[src/adbg_defs.svh]
`ifndef ADBG_DEFS_SVH
`define ADBG_DEFS_SVH

// Input shift register length
`define ADBG_DR_LEN 53

// Top-level select flag
`define ADBG_SEL_BIT 52

// Module ID field of a select command
`define ADBG_ID_MSB 51
`define ADBG_ID_LSB 50

// Opcode and argument fields of a module command
`define ADBG_OP_MSB  51
`define ADBG_OP_LSB  48
`define ADBG_ARG_MSB 47
`define ADBG_ARG_LSB 16

// Debug module IDs, 2 and 3 reserved
`define ADBG_ID_BUS 2'd0
`define ADBG_ID_CPU 2'd1

// Module opcodes
`define ADBG_OP_SETADR 4'd1
`define ADBG_OP_WRITE  4'd2
`define ADBG_OP_READ   4'd3
`define ADBG_OP_CTRL   4'd4

`endif

[src/adbg_pkg.sv]
`default_nettype none

`include "adbg_defs.svh"

package adbg_pkg;

  ////////////////////
  // Vector types
  ////////////////////

  // Full shifted data register
  typedef logic [`ADBG_DR_LEN-1:0] adbg_dr_t;

  // Bus address or data word
  typedef logic [`ADBG_ARG_MSB-`ADBG_ARG_LSB:0] adbg_word_t;

  // Module ID and opcode fields
  typedef logic [`ADBG_ID_MSB-`ADBG_ID_LSB:0] adbg_id_t;
  typedef logic [`ADBG_OP_MSB-`ADBG_OP_LSB:0] adbg_op_t;

  ////////////////////
  // FSM states
  ////////////////////

  // Bus module access FSM
  typedef enum logic {
    BUS_IDLE,
    BUS_WAIT  // Strobe sent, waiting for ack
  } bus_state_e;

endpackage

`default_nettype wire

[src/adbg_dr_if.sv]
`timescale 1ns/1ps
`default_nettype none

// TAP strobes and shifted DR, fanned out from top to the debug modules
interface adbg_dr_if
  import adbg_pkg::*;
();

  // Serial input, shared by all module output registers
  logic     tdi;

  // TAP state strobes
  logic     shift_dr;
  logic     capture_dr;
  logic     update_dr;

  // Contents of the top input shift register
  adbg_dr_t dr;

  // Top side drives everything
  modport drv (output tdi, shift_dr, capture_dr, update_dr, dr);

  // Debug modules only listen
  modport mod (input tdi, shift_dr, capture_dr, update_dr, dr);

endinterface

`default_nettype wire

[src/adbg_bus_module.sv]
`include "adbg_defs.svh"

`timescale 1ns/1ps
`default_nettype none

module adbg_bus_module
  import adbg_pkg::*;
(
  input  wire        tck_i,
  input  wire        rst_i,
  adbg_dr_if.mod     dr,
  input  wire        select_i,
  output logic       tdo_o,
  output logic       inhibit_o,
  // Single-word bus master
  output logic       bus_stb_o,
  output logic       bus_we_o,
  output adbg_word_t bus_adr_o,
  output adbg_word_t bus_wdata_o,
  input  wire        bus_ack_i,
  input  adbg_word_t bus_rdata_i
);

  ////////////////////
  // Command decode
  ////////////////////

  adbg_op_t   op;
  adbg_word_t arg;
  logic       cmd_valid;
  logic       access_start;

  // Registers
  bus_state_e state_q;
  logic       stb_q;
  logic       we_q;
  logic       rdy_q;
  adbg_word_t adr_q;
  adbg_word_t wdata_q;
  adbg_word_t rdata_q;
  logic [32:0] out_q;

  assign op  = dr.dr[`ADBG_OP_MSB:`ADBG_OP_LSB];
  assign arg = dr.dr[`ADBG_ARG_MSB:`ADBG_ARG_LSB];

  // Module command, dropped while an access is outstanding
  assign cmd_valid = select_i && dr.update_dr && !dr.dr[`ADBG_SEL_BIT] &&
                     (state_q == BUS_IDLE);

  assign access_start = cmd_valid &&
                        ((op == `ADBG_OP_WRITE) || (op == `ADBG_OP_READ));

  ////////////////////
  // Access FSM
  ////////////////////

  always_ff @(posedge tck_i or posedge rst_i) begin
    if (rst_i) begin
      state_q <= BUS_IDLE;
      stb_q   <= 1'b0;
      we_q    <= 1'b0;
      rdy_q   <= 1'b0;
    end else begin
      // Strobe is a one-cycle pulse
      stb_q <= 1'b0;
      case (state_q)
        BUS_IDLE: begin
          if (access_start) begin
            state_q <= BUS_WAIT;
            stb_q   <= 1'b1;
            we_q    <= (op == `ADBG_OP_WRITE);
            rdy_q   <= 1'b0;
          end
        end
        BUS_WAIT: begin
          // Ack may come as early as the strobe cycle
          if (bus_ack_i) begin
            state_q <= BUS_IDLE;
            rdy_q   <= 1'b1;
          end
        end
        default: state_q <= BUS_IDLE;
      endcase
    end
  end

  // Address, write data, read data
  always_ff @(posedge tck_i) begin
    if (cmd_valid && (op == `ADBG_OP_SETADR)) begin
      adr_q <= arg;
    end else if (stb_q) begin
      // Next word once the current one is on the bus
      adr_q <= adr_q + 32'd4;
    end
    if (access_start && (op == `ADBG_OP_WRITE)) begin
      wdata_q <= arg;
    end
    if ((state_q == BUS_WAIT) && bus_ack_i && !we_q) begin
      rdata_q <= bus_rdata_i;
    end
  end

  ////////////////////
  // Output register
  ////////////////////

  // Ready flag in bit 0, read data above, shifted out LSB first
  always_ff @(posedge tck_i or posedge rst_i) begin
    if (rst_i) begin
      out_q <= '0;
    end else if (select_i && dr.capture_dr) begin
      out_q <= {rdata_q, rdy_q};
    end else if (select_i && dr.shift_dr) begin
      out_q <= {dr.tdi, out_q[32:1]};
    end
  end

  assign tdo_o       = out_q[0];
  assign inhibit_o   = (state_q == BUS_WAIT);
  assign bus_stb_o   = stb_q;
  assign bus_we_o    = we_q;
  assign bus_adr_o   = adr_q;
  assign bus_wdata_o = wdata_q;

  // Never a second strobe back to back
  a_stb_single: assert property (@(posedge tck_i) disable iff (rst_i)
    bus_stb_o |=> !bus_stb_o);

  // Slave answers only an outstanding access
  a_ack_in_wait: assert property (@(posedge tck_i) disable iff (rst_i)
    bus_ack_i |-> (state_q == BUS_WAIT));

endmodule

`default_nettype wire

[src/adbg_cpu_module.sv]
`include "adbg_defs.svh"

`timescale 1ns/1ps
`default_nettype none

module adbg_cpu_module
  import adbg_pkg::*;
(
  input  wire    tck_i,
  input  wire    rst_i,
  adbg_dr_if.mod dr,
  input  wire    select_i,
  output logic   tdo_o,
  // Core control
  input  wire    cpu_bp_i,
  output logic   cpu_stall_o,
  output logic   cpu_rst_o
);

  adbg_op_t   op;
  adbg_word_t arg;
  logic       ctrl_wr;

  logic       stall_q;
  logic       rst_q;
  logic       bp_seen_q;
  logic [2:0] status_q;

  assign op  = dr.dr[`ADBG_OP_MSB:`ADBG_OP_LSB];
  assign arg = dr.dr[`ADBG_ARG_MSB:`ADBG_ARG_LSB];

  // CTRL command for this module
  assign ctrl_wr = select_i && dr.update_dr && !dr.dr[`ADBG_SEL_BIT] &&
                   (op == `ADBG_OP_CTRL);

  ////////////////////
  // Control bits
  ////////////////////

  always_ff @(posedge tck_i or posedge rst_i) begin
    if (rst_i) begin
      stall_q   <= 1'b0;
      rst_q     <= 1'b0;
      bp_seen_q <= 1'b0;
    end else begin
      // Breakpoint beats a simultaneous CTRL write
      if (cpu_bp_i) begin
        stall_q   <= 1'b1;
        bp_seen_q <= 1'b1;
      end else if (ctrl_wr) begin
        stall_q   <= arg[0];
        bp_seen_q <= 1'b0;
      end
      if (ctrl_wr) begin
        rst_q <= arg[1];
      end
    end
  end

  // Status out, bp-seen in bit 0
  always_ff @(posedge tck_i or posedge rst_i) begin
    if (rst_i) begin
      status_q <= '0;
    end else if (select_i && dr.capture_dr) begin
      status_q <= {rst_q, stall_q, bp_seen_q};
    end else if (select_i && dr.shift_dr) begin
      status_q <= {dr.tdi, status_q[2:1]};
    end
  end

  assign tdo_o       = status_q[0];
  assign cpu_stall_o = stall_q;
  assign cpu_rst_o   = rst_q;

  // Core halts right after a breakpoint
  a_bp_stall: assert property (@(posedge tck_i) disable iff (rst_i)
    cpu_bp_i |=> cpu_stall_o);

endmodule

`default_nettype wire

[src/adbg_top.sv]
`include "adbg_defs.svh"

`timescale 1ns/1ps
`default_nettype none

module adbg_top
  import adbg_pkg::*;
(
  input  wire        tck_i,
  input  wire        rst_i,
  input  wire        tdi_i,
  output logic       tdo_o,
  // TAP state strobes
  input  wire        shift_dr_i,
  input  wire        capture_dr_i,
  input  wire        update_dr_i,
  input  wire        debug_select_i,
  // Bus master
  output logic       bus_stb_o,
  output logic       bus_we_o,
  output adbg_word_t bus_adr_o,
  output adbg_word_t bus_wdata_o,
  input  wire        bus_ack_i,
  input  adbg_word_t bus_rdata_i,
  // Core control
  input  wire        cpu_bp_i,
  output logic       cpu_stall_o,
  output logic       cpu_rst_o
);

  adbg_dr_t input_shift_reg;
  adbg_id_t module_id_reg;
  logic     bus_sel;
  logic     cpu_sel;
  logic     bus_inhibit;
  logic     tdo_bus;
  logic     tdo_cpu;

  adbg_dr_if u_dr_if ();

  ////////////////////
  // Select logic
  ////////////////////

  // TDI enters at the MSB, first bit ends up in bit 0
  always_ff @(posedge tck_i or posedge rst_i) begin
    if (rst_i) begin
      input_shift_reg <= '0;
    end else if (debug_select_i && shift_dr_i) begin
      input_shift_reg <= {tdi_i, input_shift_reg[`ADBG_DR_LEN-1:1]};
    end
  end

  // New ID only when no bus access is pending
  always_ff @(posedge tck_i or posedge rst_i) begin
    if (rst_i) begin
      module_id_reg <= `ADBG_ID_BUS;
    end else if (debug_select_i && update_dr_i && input_shift_reg[`ADBG_SEL_BIT] &&
                 !bus_inhibit) begin
      module_id_reg <= input_shift_reg[`ADBG_ID_MSB:`ADBG_ID_LSB];
    end
  end

  assign bus_sel = debug_select_i && (module_id_reg == `ADBG_ID_BUS);
  assign cpu_sel = debug_select_i && (module_id_reg == `ADBG_ID_CPU);

  // Strobes and DR to the modules
  assign u_dr_if.tdi        = tdi_i;
  assign u_dr_if.shift_dr   = shift_dr_i;
  assign u_dr_if.capture_dr = capture_dr_i;
  assign u_dr_if.update_dr  = update_dr_i;
  assign u_dr_if.dr         = input_shift_reg;

  ////////////////////
  // Debug modules
  ////////////////////

  adbg_bus_module u_bus (
    .tck_i       (tck_i),
    .rst_i       (rst_i),
    .dr          (u_dr_if),
    .select_i    (bus_sel),
    .tdo_o       (tdo_bus),
    .inhibit_o   (bus_inhibit),
    .bus_stb_o   (bus_stb_o),
    .bus_we_o    (bus_we_o),
    .bus_adr_o   (bus_adr_o),
    .bus_wdata_o (bus_wdata_o),
    .bus_ack_i   (bus_ack_i),
    .bus_rdata_i (bus_rdata_i)
  );

  adbg_cpu_module u_cpu (
    .tck_i       (tck_i),
    .rst_i       (rst_i),
    .dr          (u_dr_if),
    .select_i    (cpu_sel),
    .tdo_o       (tdo_cpu),
    .cpu_bp_i    (cpu_bp_i),
    .cpu_stall_o (cpu_stall_o),
    .cpu_rst_o   (cpu_rst_o)
  );

  // TDO mux, reserved IDs read as zero
  always_comb begin
    case (module_id_reg)
      `ADBG_ID_BUS: tdo_o = tdo_bus;
      `ADBG_ID_CPU: tdo_o = tdo_cpu;
      default:      tdo_o = 1'b0;
    endcase
  end

  // Never two modules listening at once
  a_sel_onehot: assert property (@(posedge tck_i) disable iff (rst_i)
    $onehot0({bus_sel, cpu_sel}));

endmodule

`default_nettype wire

[config.mk]
export PLATFORM = sky130hd
export DESIGN_NAME = adbg_top
export DESIGN_NICKNAME = d
export VERILOG_FILES = /design/src/adbg_pkg.sv /design/src/adbg_dr_if.sv /design/src/adbg_bus_module.sv /design/src/adbg_cpu_module.sv /design/src/adbg_top.sv
export VERILOG_INCLUDE_DIRS = /design/src /design/src/src
export SDC_FILE = /design/constraint.sdc
export NUM_CORES = 1
export LEC_CHECK = 0
export CORE_ASPECT_RATIO = 0.6
export CORE_MARGIN = 3
export CORE_UTILIZATION = 35
export CTS_BUF_LIST = sky130_fd_sc_hd__clkbuf_4 sky130_fd_sc_hd__clkbuf_8
export CTS_CLUSTER_SIZE = 16
export DETAILED_ROUTE_END_ITERATION = 8
export DONT_BUFFER_PORTS = 1
export PLACE_DENSITY = 0.58
export SLEW_MARGIN = 20
export SYNTH_ARGS = -nofsm -noshare
export SYNTH_HDL_FRONTEND = slang
export SYNTH_HIERARCHICAL = 1
export SYNTH_SLANG_ARGS = --single-unit
export TNS_END_PERCENT = 50
[constraint.sdc]
create_clock -name tck_i -period 3.6 [get_ports tck_i]
set_input_delay 0 -clock tck_i [delete_from_list [all_inputs] [get_ports tck_i]]
set_output_delay 0 -clock tck_i [all_outputs]
set_load 0.02 [all_outputs]
==> results.md <==
* Post-Place Cell Area at 7630 µm²
* Post-Synthesis Cell Area at 7350 µm²
* HPWL Detailed at 11000 µm
* PwrDens at 562 nW/µm²
* DRT Pass-1 Iters at 5
* H-tree depth at 4
* Area Overhead vs Synth at 15.6%
* Max Root-Sink Buffers at 2
* Status: complete, no violations
* GRT Residual Overflow at 0
* PortBufs at 0
* DR WL/cell at 19.0 µm
* Part of the cycle the worst path needs at 0.700
* Number of antenna violations at the first check in global routing at 0
* Total wire length at 16800 µm
* Final net count at 637
* Num CTS Buffers at 17
* Initial DRC count at 353
* Die Wd at 193 µm
* Post-route ant nets at 0
* Placed insts at 805
* Leak pwr at 3.45 nW
* DIE AREA at 22800 µm²
* # IOs at 110
* Critical path type: flop to flop
* Clk_skew at 0.0188 ns
* Slew margin rel. at 0.310
* Number of vias per cell at 5.21
* Design Area, Final at 8500 µm²
* Fmax at 397 MHz
* CP Launch Type: flop
* Slew Limit Fails at 0
* Final cell count without fillers at 881
* Vias in the first global route at 4510
* Mapped Cells at 549
* Largest register FFs at 37
* Via Count at 4590
* Post-synthesis net count at 591
* # diodes at 0
* Critical Path RT at 3.91 ns
* Std cell rows at 40
* Fin. Hold Viols at 0
* Most frequent cells in the layout: 96 x edfxtp_1, 82 x dfrtp_1, 62 x nand2_1
* Gr usage total at 0.152
* RSZ-0062 raised after global routing: no
* Worst EP arrival at 2.83 ns
* Initial Util at 0.362
* Routability-driven placement congestion ratio at 0.818
* Least-Margin Pin Slew at 1.03 ns
* TNS Setup at 0 ns
* Max VDD drop at 0.000225 V
* Syn_area_per_cell at 13.4 µm²
* Core area at 20300 µm²
* Worst skew pair latency at 0.46 ns
* Die Span Y at 118 µm
* Commonest non-fill, non-tap cell in the layout: edfxtp_1
* Share of layout cells above drive strength 1 at 0.150
* Root Buffer: clkbuf_8
* Tmin final at 2.52 ns
* Clock slew at reported path FFs at 0.10 ns
* Crit-path max FO at 13
* First-pass GRT wire length at 26600 µm
* Setup crit end kind: flop
* Largest net degree at the start of global routing at 66
* Yosys Warn Count at 6
* Number of remaining DRC errors at 0
* CTS tree: built
* HP Class: input pin to flop
* Max-cap viol count at 0
* Clock sinks at 178
* Final setup vio count at 0
-- worst max-delay path, stage by stage, from the launching register on --
cell and delay [ns]:
edfxtp_1 0.60, and4_1 0.42, nand4_1 0.56, or4_1 0.61, a31oi_1 0.19
-- layer usage --
| metal | wire [µm] | track usage | vias up |
|---|---|---|---|
| li1 | - | - | 2138 |
| met3 | 1180 | 0.0566 | 9 |
| met5 | 0 | 0 | - |
| met1 | 8330 | 0.228 | 2317 |
| met4 | 145 | 0.0379 | 0 |
| met2 | 7120 | 0.207 | 126 |
-- per-stage QoR --
| stage | total power [mW] | hold slack, ns | utilization | worst slack [ns] |
|---|---|---|---|---|
| after detailed placement | 3.29 | -0.179 | 0.376 | 1.16 |
| after global routing | 5.06 | 0.0774 | 0.418 | 0.968 |
| after floorplan | 3.08 | -0.209 | - | 0.743 |
| final | 4.77 | 0.0923 | 0.418 | 1.08 |
| after CTS | 4.85 | 0.0461 | 0.418 | 1.13 |
| after global placement | 3.25 | -0.188 | 0.376 | 1.27 |
-- path summary, 6_finish.rpt --
check                                       to  slack (ns)          startpoint  depth (start not counted)
min                            u_bus/out_q[12]        0.09          shift_dr_i                          4
max reg2reg                u_bus/bus_adr_o[25]        1.08  u_bus/bus_adr_o[5]                          4
max                        u_bus/bus_adr_o[25]        1.08  u_bus/bus_adr_o[5]                          4
max in group asynchronous    u_cpu/cpu_stall_o        2.87               rst_i                          3
min reg2reg                     u_bus/out_q[8]        0.49      u_bus/out_q[8]                          2
min in group asynchronous      u_bus/out_q[29]        0.15               rst_i                          3
-- power by group --
part / total, mW / internal (mW) / switching, mW
Combinational: 0.604 / 0.305 / 0.300
Sequential: 2.68 / 2.44 / 0.239
Clock: 1.49 / 0.747 / 0.744
Total: 4.77 / 3.49 / 1.28
-- final cells by class --
class	count	area, µm²
clock buffer	21	277
clock inverter	11	151
fill	1954	11800
inverter	13	48.8
multi-input combinational	334	2260
sequential	178	4930
tap	273	342
timing repair buffer	51	493
-- what timing repair did --
| action | in CTS | in global routing |
|---|---|---|
| endpoints found under the hold margin | 129 | 0 |
| setup buffers | 0 | 0 |
| resized for setup | 0 | 0 |
| hold buffers | 44 | 0 |
(Power assumes the default switching activity.)
